[src/rtl/pi_cfg_pkg.sv]
// Sizes are fixed for an 8-client tree with 2 VCs per port; select widths follow VC_W
package pi_cfg_pkg;

    // Network size
    localparam int N_CLIENTS = 8;                     // Leaf clients in the fat tree
    localparam int ADDR_W    = $clog2(N_CLIENTS) + 1; // Client index plus one level bit

    // Virtual channels per port
    // Lower channels win over higher ones inside a source direction,
    // so VC0 is meant for replies and VC1 for requests
    localparam int VC_W = 2;

    // Mux select widths
    // Left and right outputs are fed by three source directions
    localparam int LR_SEL_W = $clog2(VC_W * 3);
    // Up outputs are fed by left and right only
    localparam int UP_SEL_W = $clog2(VC_W * 2);

endpackage : pi_cfg_pkg
[src/rtl/pi_route_pkg.sv]
// Port and request layouts of the Pi switch; only legal non-generalized paths exist
package pi_route_pkg;

    // Plain vectors with a meaning
    typedef logic [pi_cfg_pkg::ADDR_W-1:0]   addr_t;   // Destination client address
    typedef logic [pi_cfg_pkg::VC_W-1:0]     vc_vec_t; // One bit per virtual channel
    typedef logic [pi_cfg_pkg::LR_SEL_W-1:0] lr_sel_t; // Left and right mux select
    typedef logic [pi_cfg_pkg::UP_SEL_W-1:0] up_sel_t; // Up mux select

    // Whose turn it is in the direction round robin
    typedef enum logic [1:0] {
        L_TURN  = 2'd0,
        R_TURN  = 2'd1,
        U0_TURN = 2'd2,
        U1_TURN = 2'd3
    } turn_e;

    // Head of one input port, per channel
    typedef struct packed {
        vc_vec_t                             v;    // Channel holds a packet
        addr_t [pi_cfg_pkg::VC_W-1:0]        addr; // Destination, qualified by v
    } in_port_t;

    // All four input ports
    typedef struct packed {
        in_port_t l;
        in_port_t r;
        in_port_t u0;
        in_port_t u1;
    } port_in_t;

    // Per-direction channel vector, used for valids and back-pressure
    typedef struct packed {
        vc_vec_t l;
        vc_vec_t r;
        vc_vec_t u0;
        vc_vec_t u1;
    } dir_vec_t;

    // One field per legal source_destination path
    // Left never goes to up1 and right never to up0
    typedef struct packed {
        vc_vec_t l_r;
        vc_vec_t l_u0;
        vc_vec_t r_l;
        vc_vec_t r_u1;
        vc_vec_t u0_l;
        vc_vec_t u0_r;
        vc_vec_t u1_l;
        vc_vec_t u1_r;
    } route_req_t;

    // Output mux selects
    typedef struct packed {
        lr_sel_t l_sel;
        lr_sel_t r_sel;
        up_sel_t u0_sel;
        up_sel_t u1_sel;
    } sel_t;

endpackage : pi_route_pkg

[src/rtl/pi_route_top.sv]
// Combinational routing with a single turn register; no handshake, valid and bp are levels
`timescale 1ns/10ps

module pi_route_top #(
    parameter int POSL = 0, // Tree level of this switch
    parameter int POSX = 0  // Horizontal position within the level
) (
    input  logic                   clk,
    input  logic                   rst,      // Synchronous, active high
    input  pi_route_pkg::port_in_t i_port,   // Head packets of the four inputs
    input  pi_route_pkg::dir_vec_t i_out_bp, // Back-pressure from downstream buffers
    output pi_route_pkg::dir_vec_t o_out_v,  // Output valid per channel
    output pi_route_pkg::dir_vec_t o_in_bp,  // Back-pressure to the input buffers
    output pi_route_pkg::sel_t     o_sel     // Output mux selects
);
    import pi_route_pkg::*;

    route_req_t wants; // Paths requested by valid channels
    route_req_t gets;  // Paths granted this cycle
    turn_e      turn;  // Direction holding priority

    // Address to requested paths
    pi_addr_decode #(
        .POSL (POSL),
        .POSX (POSX)
    ) u_addr_decode (
        .i_port  (i_port),
        .o_wants (wants)
    );

    // Refused inputs steer the next turn
    pi_turn_arbiter u_turn_arbiter (
        .clk     (clk),
        .rst     (rst),
        .i_in_bp (o_in_bp),
        .o_turn  (turn)
    );

    pi_vc_grant u_vc_grant (
        .i_wants  (wants),
        .i_turn   (turn),
        .i_out_bp (i_out_bp),
        .o_gets   (gets),
        .o_out_v  (o_out_v),
        .o_in_bp  (o_in_bp)
    );

    // Grants to binary mux selects
    pi_sel_encode u_sel_encode (
        .i_gets (gets),
        .o_sel  (o_sel)
    );

endmodule : pi_route_top

[src/rtl/pi_sel_encode.sv]
// Grants into one output are one-hot by construction; an idle output selects 0
`timescale 1ns/10ps

module pi_sel_encode (
    input  pi_route_pkg::route_req_t i_gets, // Granted paths
    output pi_route_pkg::sel_t       o_sel   // Binary mux select per output
);
    import pi_cfg_pkg::*;
    import pi_route_pkg::*;

    // Each third or half of a select range belongs to one source direction
    logic [3*VC_W-1:0] l_onehot;  // {r, u0, u1}
    logic [3*VC_W-1:0] r_onehot;  // {l, u0, u1}
    logic [2*VC_W-1:0] u0_onehot; // {l, r}
    logic [2*VC_W-1:0] u1_onehot; // {l, r}

    // Index of the set bit, or 0 when none is set
    // Narrower up vectors are zero-extended on the way in
    function automatic int onehot_idx(input logic [3*VC_W-1:0] onehot);
        int idx;
        idx = 0;
        for (int b = 0; b < 3 * VC_W; b++) begin
            if (onehot[b]) begin
                idx = b;
            end
        end
        return idx;
    endfunction

    assign l_onehot  = {i_gets.r_l, i_gets.u0_l, i_gets.u1_l};
    assign r_onehot  = {i_gets.l_r, i_gets.u0_r, i_gets.u1_r};
    // Right never reaches up0, left never reaches up1, so those slots stay empty
    assign u0_onehot = {i_gets.l_u0, vc_vec_t'(0)};
    assign u1_onehot = {vc_vec_t'(0), i_gets.r_u1};

    assign o_sel.l_sel  = lr_sel_t'(onehot_idx(l_onehot));
    assign o_sel.r_sel  = lr_sel_t'(onehot_idx(r_onehot));
    assign o_sel.u0_sel = up_sel_t'(onehot_idx(u0_onehot));
    assign o_sel.u1_sel = up_sel_t'(onehot_idx(u1_onehot));

endmodule : pi_sel_encode

[src/rtl/pi_vc_grant.sv]
// Static VC priority only; a lower channel always beats a higher one of the same source
`timescale 1ns/10ps

module pi_vc_grant (
    input  pi_route_pkg::route_req_t i_wants,  // Paths asked for by each channel
    input  pi_route_pkg::turn_e      i_turn,   // Direction holding priority
    input  pi_route_pkg::dir_vec_t   i_out_bp, // Downstream buffer full, per output channel
    output pi_route_pkg::route_req_t o_gets,   // Paths granted this cycle
    output pi_route_pkg::dir_vec_t   o_out_v,  // Output valid per channel
    output pi_route_pkg::dir_vec_t   o_in_bp   // Input channel refused this cycle
);
    import pi_cfg_pkg::*;
    import pi_route_pkg::*;

    // Lowest eligible channel of one source toward one output
    // A channel is eligible when it wants the path, its source won the output
    // and the matching output channel has room
    function automatic vc_vec_t pick_vc(
        input vc_vec_t want,
        input vc_vec_t bp,
        input logic    win
    );
        vc_vec_t req;
        vc_vec_t gnt;
        req = want & ~bp & {VC_W{win}};
        gnt = '0;
        for (int vc = 0; vc < VC_W; vc++) begin
            if (req[vc] && (gnt == '0)) begin
                gnt[vc] = 1'b1; // No lower channel took it
            end
        end
        return gnt;
    endfunction

    // Winning a direction is not a grant; it ignores whether the source wants it
    logic l_wins_r;
    logic u0_wins_r;
    logic u1_wins_r;
    logic r_wins_l;
    logic u0_wins_l;
    logic u1_wins_l;

    // Right output, contested by left, up0 and up1
    assign l_wins_r  = (i_turn == L_TURN)  | (~(|i_wants.u0_r) & ~(|i_wants.u1_r));
    assign u0_wins_r = (i_turn == U0_TURN) | (~(|i_wants.l_r)  & ~(|i_wants.u1_r));
    assign u1_wins_r = (i_turn == U1_TURN) | (~(|i_wants.l_r)  & ~(|i_wants.u0_r));

    // Left output, contested by right, up0 and up1
    assign r_wins_l  = (i_turn == R_TURN)  | (~(|i_wants.u0_l) & ~(|i_wants.u1_l));
    assign u0_wins_l = (i_turn == U0_TURN) | (~(|i_wants.r_l)  & ~(|i_wants.u1_l));
    assign u1_wins_l = (i_turn == U1_TURN) | (~(|i_wants.r_l)  & ~(|i_wants.u0_l));

    // Grants per path
    assign o_gets.l_r  = pick_vc(i_wants.l_r,  i_out_bp.r, l_wins_r);
    assign o_gets.u0_r = pick_vc(i_wants.u0_r, i_out_bp.r, u0_wins_r);
    assign o_gets.u1_r = pick_vc(i_wants.u1_r, i_out_bp.r, u1_wins_r);
    assign o_gets.r_l  = pick_vc(i_wants.r_l,  i_out_bp.l, r_wins_l);
    assign o_gets.u0_l = pick_vc(i_wants.u0_l, i_out_bp.l, u0_wins_l);
    assign o_gets.u1_l = pick_vc(i_wants.u1_l, i_out_bp.l, u1_wins_l);
    // Up0 is reached only from left and up1 only from right, no contest
    assign o_gets.l_u0 = pick_vc(i_wants.l_u0, i_out_bp.u0, 1'b1);
    assign o_gets.r_u1 = pick_vc(i_wants.r_u1, i_out_bp.u1, 1'b1);

    // Any grant into a direction makes that output channel valid
    assign o_out_v.l  = o_gets.r_l | o_gets.u0_l | o_gets.u1_l;
    assign o_out_v.r  = o_gets.l_r | o_gets.u0_r | o_gets.u1_r;
    assign o_out_v.u0 = o_gets.l_u0;
    assign o_out_v.u1 = o_gets.r_u1;

    // Head packet stays put when its path was refused
    assign o_in_bp.l  = (i_wants.l_r  & ~o_gets.l_r)  | (i_wants.l_u0 & ~o_gets.l_u0);
    assign o_in_bp.r  = (i_wants.r_l  & ~o_gets.r_l)  | (i_wants.r_u1 & ~o_gets.r_u1);
    assign o_in_bp.u0 = (i_wants.u0_l & ~o_gets.u0_l) | (i_wants.u0_r & ~o_gets.u0_r);
    assign o_in_bp.u1 = (i_wants.u1_l & ~o_gets.u1_l) | (i_wants.u1_r & ~o_gets.u1_r);

endmodule : pi_vc_grant

[src/rtl/pi_turn_arbiter.sv]
// Turn moves only on back-pressure seen this cycle and takes effect one cycle later
`timescale 1ns/10ps

module pi_turn_arbiter (
    input  logic                   clk,
    input  logic                   rst,     // Synchronous, active high
    input  pi_route_pkg::dir_vec_t i_in_bp, // Input back-pressure of this cycle
    output pi_route_pkg::turn_e    o_turn   // Direction holding priority
);
    import pi_route_pkg::*;

    logic [3:0] waiting; // Bit index matches the turn_e encoding
    turn_e      next_turn;

    // A direction waits when any of its channels was refused
    assign waiting[L_TURN]  = |i_in_bp.l;
    assign waiting[R_TURN]  = |i_in_bp.r;
    assign waiting[U0_TURN] = |i_in_bp.u0;
    assign waiting[U1_TURN] = |i_in_bp.u1;

    // Next waiting direction in the order L, R, U0, U1, wrapping around
    // The current holder is checked last, so it keeps the turn only when alone
    always_comb begin
        logic [1:0] cand;
        next_turn = o_turn; // Nobody waiting, turn stays
        cand      = '0;
        // Walk from the farthest candidate down so the nearest one sticks
        for (int step = 3; step >= 1; step--) begin
            cand = 2'(o_turn + step);
            if (waiting[cand]) begin
                next_turn = turn_e'(cand);
            end
        end
    end

    always_ff @(posedge clk) begin
        if (rst) begin
            o_turn <= L_TURN;   // Left starts with priority
        end else begin
            o_turn <= next_turn;
        end
    end

endmodule : pi_turn_arbiter

[src/rtl/pi_addr_decode.sv]
// Deterministic up routing only; POSX must fit in the address bits above POSL
`timescale 1ns/10ps

module pi_addr_decode #(
    parameter int POSL = 0, // Tree level of this switch
    parameter int POSX = 0  // Horizontal position within that level
) (
    input  pi_route_pkg::port_in_t   i_port,  // Valid and address per port and channel
    output pi_route_pkg::route_req_t o_wants  // Paths each channel asks for
);
    import pi_cfg_pkg::*;
    import pi_route_pkg::*;

    // Destination lies below this switch when the bits above POSL equal POSX
    vc_vec_t l_home;
    vc_vec_t r_home;

    always_comb begin
        for (int vc = 0; vc < VC_W; vc++) begin
            l_home[vc] = (i_port.l.addr[vc] >> (POSL + 1)) == addr_t'(POSX);
            r_home[vc] = (i_port.r.addr[vc] >> (POSL + 1)) == addr_t'(POSX);
        end
    end

    // Bit POSL of the address picks the side, 0 is left and 1 is right
    always_comb begin
        for (int vc = 0; vc < VC_W; vc++) begin
            // Left input turns right inside the subtree, else climbs on up0
            o_wants.l_r[vc]  = i_port.l.v[vc] & i_port.l.addr[vc][POSL] & l_home[vc];
            o_wants.l_u0[vc] = i_port.l.v[vc] & ~l_home[vc];

            // Right input mirrors left, climbing on up1
            o_wants.r_l[vc]  = i_port.r.v[vc] & ~i_port.r.addr[vc][POSL] & r_home[vc];
            o_wants.r_u1[vc] = i_port.r.v[vc] & ~r_home[vc];

            // Traffic from above always goes down
            o_wants.u0_l[vc] = i_port.u0.v[vc] & ~i_port.u0.addr[vc][POSL];
            o_wants.u0_r[vc] = i_port.u0.v[vc] &  i_port.u0.addr[vc][POSL];
            o_wants.u1_l[vc] = i_port.u1.v[vc] & ~i_port.u1.addr[vc][POSL];
            o_wants.u1_r[vc] = i_port.u1.v[vc] &  i_port.u1.addr[vc][POSL];
        end
    end

    // A self-loop address (left to left, right to right) matches no path
    // and is silently dropped here

endmodule : pi_addr_decode

[config.mk]
export PLATFORM = sky130hd
export DESIGN_NAME = pi_route_top
export DESIGN_NICKNAME = d
export VERILOG_FILES = /design/src/rtl/pi_cfg_pkg.sv /design/src/rtl/pi_route_pkg.sv /design/src/rtl/pi_route_top.sv /design/src/rtl/pi_sel_encode.sv /design/src/rtl/pi_vc_grant.sv /design/src/rtl/pi_turn_arbiter.sv /design/src/rtl/pi_addr_decode.sv
export SDC_FILE = /design/constraint.sdc
export NUM_CORES = 1
export LEC_CHECK = 0
export BUFFER_PORTS_ARGS = -buffer_cell sky130_fd_sc_hd__buf_4
export CAP_MARGIN = 20
export CORE_ASPECT_RATIO = 2
export CORE_MARGIN = 2
export CORE_UTILIZATION = 24
export DETAILED_ROUTE_END_ITERATION = 16
export PLACE_DENSITY_LB_ADDON = 0.1
export SYNTH_ARGS = -nofsm -noshare
export SYNTH_HDL_FRONTEND = slang
export SYNTH_SLANG_ARGS = --single-unit
[constraint.sdc]
create_clock -name clk -period 7.55 [get_ports clk]
set_clock_uncertainty 0.2 [all_clocks]
set_input_delay 1.51 -clock clk [delete_from_list [all_inputs] [get_ports clk]]
set_output_delay 1.51 -clock clk [all_outputs]
set_load 0.02 [all_outputs]
==> results by group, run 1 <==
Detailed routing
  – Top Metal Used: met4
  – WL met2: 2.391 mm
  – # DRC: 0
  – DRT met1 WL: 1.335 mm
  – Drt first pass iters: 4
  – Final ANT Viol Nets: 0
  – Via count: 1426
  – Overall routed net length: 3.954 mm
  – Drt wl/cell: 14.75 um
  – Number of DRC markers in iteration 0: 32
  – Avg Vias per Cell: 5.321
  – Met3 WL: 164 um

Synthesis
  – Yosys reg bits: 2
  – Synth cell types: 57
  – Register area share after synthesis: 3.791%
  – Synthesized Nets: 208
  – Mapped Area: 1056 um^2
  – Yosys warnings: 0
  – Main synth FF type: dfxtp_1
  – Syn_area_per_cell: 6.857 um^2
  – Cell count after synthesis: 154
  – Post-synth EDFFs: 0
  – Ys async rst share: 0%

Layout
  – Max reg flops: 2
  – Biggest regs: u_turn_arbiter.o_turn: 2 flops
  – Share of cells above drive strength 1: 34.58%
  – Reg with most FFs: u_turn_arbiter.o_turn
  – Final net count: 270
  – Area growth syn-to-layout: 51.42%
  – Antenna cell count: 0
  – # fillers: 485

Global route
  – GRT Util Overall: 15.66%
  – Initial antenna violation count: 0
  – GRT overflow: 0
  – First-pass GRT wire length: 6.251 mm
  – Vias in the first global route: 1394
  – Largest net degree at the start of global routing: 10

Clock network
  – Clock sinks: 2
  – CTS buffer count: 3
  – Hold_buf cts: 0
  – CTS tree: built
  – Maximum clock path buffer count: 2
  – # H-tree levels: 1
  – Setup Fix Bufs, Post-CTS: 0
  – CTS resizes: 0
  – CTS Root Cell: clkbuf_8
  – Clk slew on worst S/H paths: 0.03 ns
  – Worst skew pair latency: 0.21 ns

Setup path
  – Arr. time, crit path: 3.20 ns
  – Worst setup EP type: output port
  – Slowest Stage Delay on Critical Path: 0.59 ns
  – Worst-path cell chain: buf_4 -> nand2b_1 -> a41oi_1 -> or3b_2 -> nand3b_1 -> o21ai_0 -> and2_1 -> buf_4
  – Slowest cell on the critical path: or3b_2
  – Crit path max-delay family: simple AND/OR/NAND/NOR gates
  – Critical Path Start Type: input port
  – Critical path type: in -> out
  – CP dominant cell by count: buf_4
  – Crit path max fanout: 7
  – Worst EP required: 5.84 ns
  – Crit path buf inv count: 2

Power and ir drop
  – LEAKAGE: 0.0007319 uW
  – Total power draw: 253.4 uW
  – VDD IR max: 0.1309 mV
  – Power Density: 158.5 nW/um^2

Outcome
  – Outcome: finished, final reports clean

Timing
  – Final Cycle Share: 65.07%
  – Tmin final: 4.913 ns
  – Setup tns final: 0 ns
  – Relative slew slack: 66.65%
  – Fmax: 203.5 MHz
  – RSZ-0062 raised after global routing: no
  – Pin slew with the least headroom to its limit: 0.4938 ns
  – Setup-failing EPs final: 0
  – Setup slack after layout: 2.637 ns
  – Final slew viol count: 0
  – Final Hold Vio Count: 0

Flow run
  – Number of max-cap violations: 0

Placed design
  – DP Worst Slack: 2.630 ns
  – Buffers on Ports: 62
  – HPWL after detailed placement: 3.487 mm
  – Gp weighted congestion: 0.8651

Floorplanning
  – Initial Util: 24.58%
  – Core ar.: 4297 um^2
  – DIE WIDTH: 50.91 um
  – Die area: 4979 um^2
  – Row cnt: 34
  – Die Height: 97.81 um
  – Io pins: 76

Worst hold path
  – HP Class: reg -> reg
logic make-up after synthesis:
group | synth area share (%)
buffers and inverters | 6.516
other | 0.3551
AND/OR/NAND/NOR | 43.48
adder cells (fa/ha/maj) | 4.740
AO/OA/AOI/OAI | 38.15
flip-flops | 3.792
multiplexers | 2.962
worst register-to-register path: stages (launching register included):
cell	delay, ns
dfxtp_1	0.46
ha_1	0.35
inv_1	0.07
o41ai_1	0.31
a41oi_1	0.11
and2_1	0.21
or2_1	0.23
a221o_1	0.34
a21oi_2	0.15
mux2_1	0.32
final timing paths:
| kind | startpoint | to | slack [ns] | depth (start not counted) |
|---|---|---|---|---|
| max reg2reg | u_turn_arbiter.o_turn[1]$_SDFFE_PP0P_ | u_turn_arbiter.o_turn[0]$_SDFFE_PP0P_ | 4.68 | 9 |
| max | i_port[14] | o_in_bp[5] | 2.64 | 8 |
| min | u_turn_arbiter.o_turn[1]$_SDFFE_PP0P_ | u_turn_arbiter.o_turn[1]$_SDFFE_PP0P_ | 0.39 | 2 |
| min reg2reg | u_turn_arbiter.o_turn[1]$_SDFFE_PP0P_ | u_turn_arbiter.o_turn[1]$_SDFFE_PP0P_ | 0.39 | 2 |
cell usage after synthesis (all sizes together) (4+ instances only):
library cell,instances,share of area (%)
nor2b,4,3.1
a31oi,5,3.6
and2,4,2.4
nor3b,4,2.8
a21oi,7,3.7
nand3,7,3.8
ha,4,4.7
buf,4,2.6
nor3,12,8.3
o21ai,6,2.8
nand2,6,2.1
o21bai,4,2.8
inv,10,3.6
nand2b,6,3.6
nor2,19,6.8
final cells by class:
class	instances	area (um^2)	share of cell area (%)
clock buffers	3	41.29	2.582
inverters	10	37.54	2.347
repair buffers	62	465.4	29.11
well taps	54	67.56	4.225
multi-input cells	137	947.2	59.23
flip-flops and latches	2	40.04	2.504
cells in the final DEF (no fill, tap or decap), types with 3 or more instances in the layout:
cell | Yosys | layout
buf_4 | 3 | 62
nor2_1 | 19 | 19
inv_1 | 10 | 10
nor3_1 | 9 | 9
nand3_1 | 6 | 6
a21oi_1 | 6 | 6
nand2b_1 | 6 | 6
nand2_1 | 6 | 6
o21ai_0 | 5 | 5
a31oi_1 | 4 | 4
nor3b_1 | 4 | 4
o21bai_1 | 4 | 4
and2_1 | 4 | 4
ha_1 | 4 | 4
nand3b_1 | 3 | 3
o22a_1 | 3 | 3
nor2b_1 | 3 | 3
o311a_1 | 3 | 3
clkbuf_8 | 0 | 3
stage by stage:
stage                     utilization [%]  hold WS (ns)  std cells  instance area, um^2
final                               37.22        0.3932        268                 1599
after global placement              36.26        0.3699        265                 1558
after detailed placement            36.26        0.3937        265                 1558
after global routing                37.22        0.4452        268                 1599
after CTS                           37.22        0.3972        268                 1599
after floorplan                         -        0.3229        154                 1056
power by group:
part / switching (uW) / internal [uW] / total, uW
logic: 101 / 83.8 / 185
clock network: 7.77 / 33.7 / 41.4
registers: 11.0 / 15.9 / 26.9
per-layer routing:
metal	vias to the layer above	global-route usage (%)
li1	712	-
met1	657	14.70
met2	53	33.27
met3	4	2.446
met4	0	2.079
met5	-	0
(Power assumes the default switching activity.)
==> run 2: changes to the inputs <==
clock period = 4.18 ns   (was 7.55 ns; I/O delays follow)
==> run 2 against run 1 <==
Register-to-register slack lost 3.4 ns. Sequential share of layout area about the same. Combinational power up 84%. Die area stayed put. Clock-buffer cell count unchanged. Cell area rose by 0.47%.
==> results by group, run 2 (synthesis gave the netlist of run 1 again) <==
Outcome
  – Outcome: finished, final reports clean

Layout
  – Reg with most FFs: u_turn_arbiter.o_turn
  – Antenna cell count: 0
  – Area growth syn-to-layout: 52.13%
  – Max reg flops: 2
  – Final net count: 271
  – Biggest regs: u_turn_arbiter.o_turn: 2 flops
  – Multi-input logic area: 947.2 um^2
  – Post-layout util: 37.39%
  – Share of cells above drive strength 1: 34.88%
  – Most common cell after layout, fill and taps aside: buf_4
  – FF/Latch Area: 40.04 um^2
  – # fillers: 484
  – Most frequent cells in the layout: buf_4, nor2_1, inv_1

Setup path
  – Critical Path Start Type: input port
  – Arr. time, crit path: 2.44 ns
  – FF-to-FF Start: u_turn_arbiter.o_turn[0]$_SDFFE_PP0P_
  – Critical path type: in -> out
  – Setup slack, reg-to-reg: 1.31 ns
  – Worst setup EP type: output port
  – Crit path max fanout: 6
  – Worst EP required: 3.14 ns
  – Reg-to-Reg End: u_turn_arbiter.o_turn[0]$_SDFFE_PP0P_
  – Reg2Reg Depth: 9

Flow run
  – Number of max-cap violations: 0

Clock network
  – Clock sinks: 2
  – CTS Root Cell: clkbuf_8
  – Setup Fix Bufs, Post-CTS: 0
  – CTS resizes: 0
  – Clk slew on worst S/H paths: 0.03 ns
  – Hold_buf cts: 0
  – # H-tree levels: 1
  – Worst skew pair latency: 0.21 ns
  – Maximum clock path buffer count: 2
  – CTS buffer count: 3
  – CTS tree: built

Global route
  – Initial antenna violation count: 0
  – GRT overflow: 0
  – GRT Util Overall: 15.94%
  – First-pass GRT wire length: 6.327 mm
  – Vias in the first global route: 1481
  – Largest net degree at the start of global routing: 10

Timing
  – Setup tns final: 0 ns
  – Final slew viol count: 0
  – Final Hold Vio Count: 0
  – WHS: 0.3712 ns
  – Final Cycle Share: 83.26%
  – Setup-failing EPs final: 0
  – Fmax: 287.3 MHz
  – RSZ-0062 raised after global routing: no
  – Tmin final: 3.480 ns

Power and ir drop
  – Power Density: 288.8 nW/um^2
  – Total power draw: 464.0 uW
  – LEAKAGE: 0.0007366 uW
  – VDD IR max: 0.1776 mV

Detailed routing
  – Final ANT Viol Nets: 0
  – Drt first pass iters: 4
  – Overall routed net length: 4.005 mm
  – Avg Vias per Cell: 5.379
  – Drt wl/cell: 14.89 um
  – Via count: 1447
  – Number of DRC markers in iteration 0: 18
  – # DRC: 0

Floorplanning
  – Core ar.: 4297 um^2
  – Initial Util: 24.58%
  – DIE WIDTH: 50.91 um
  – Io pins: 76
  – Die Height: 97.81 um
  – Die area: 4979 um^2
  – Row cnt: 34

Placed design
  – Gp weighted congestion: 0.8450
  – HPWL after detailed placement: 3.519 mm
  – Buffers on Ports: 62

Worst hold path
  – HP Class: reg -> reg
  – Hold path depth: 2
  – Worst hold endpoint: u_turn_arbiter.o_turn[1]$_SDFFE_PP0P_
  – Hold_sp: u_turn_arbiter.o_turn[1]$_SDFFE_PP0P_
## run 2: worst max-delay path by stage
stage                     startpoint  slack [ns]  cells past startpoint          to
after floorplan           i_port[22]        0.91                      6    o_sel[7]
after global placement    i_port[32]        0.70                      7  o_out_v[5]
after detailed placement  i_port[32]        0.68                      7  o_out_v[5]
after CTS                 i_port[32]        0.68                      7  o_out_v[5]
after global routing      i_port[32]        0.51                      7  o_out_v[5]
final                     i_port[32]        0.70                      7  o_out_v[5]
## run 2: final cells by class
cell class	count	share of cell area (%)
well taps	54	4.206
inverters	10	2.336
multi-input cells	137	58.96
flip-flops and latches	2	2.492
repair buffers	63	29.44
clock buffers	3	2.570
## run 2: report_power, final
group          leakage (uW)  switching [uW]  total (uW)  internal (uW)
Clock             0.0000216            14.5        75.4           60.8
Combinational      0.000698             185         341            156
Sequential        0.0000167            19.1        47.9           28.8
## run 2: routing by layer
| layer | GRT usage, % | routed length, um | up-vias |
|---|---|---|---|
| met4 | 3.742 | 36 | 0 |
| met1 | 13.40 | 1271 | 666 |
| met5 | 0 | 0 | - |
| li1 | - | - | 717 |
| met3 | 0.9174 | 192 | 4 |
| met2 | 35.76 | 2504 | 60 |
## run 2: worst max-delay path, stage by stage
cell and delay, ns:
buf_4 0.11, nor3_1 0.24, nand3_1 0.23, a31oi_1 0.44, nor3_1 0.12, a211o_1 0.31
buf_4 0.15
## run 2: metrics by stage
stage | worst slack, ns | cell area, um^2 | std cells
after floorplan | 0.9140 | 1056 | 154
after global placement | 0.6986 | 1565 | 266
after global routing | 0.5134 | 1607 | 269
after CTS | 0.6756 | 1607 | 269
final | 0.6998 | 1607 | 269
after detailed placement | 0.6763 | 1565 | 266
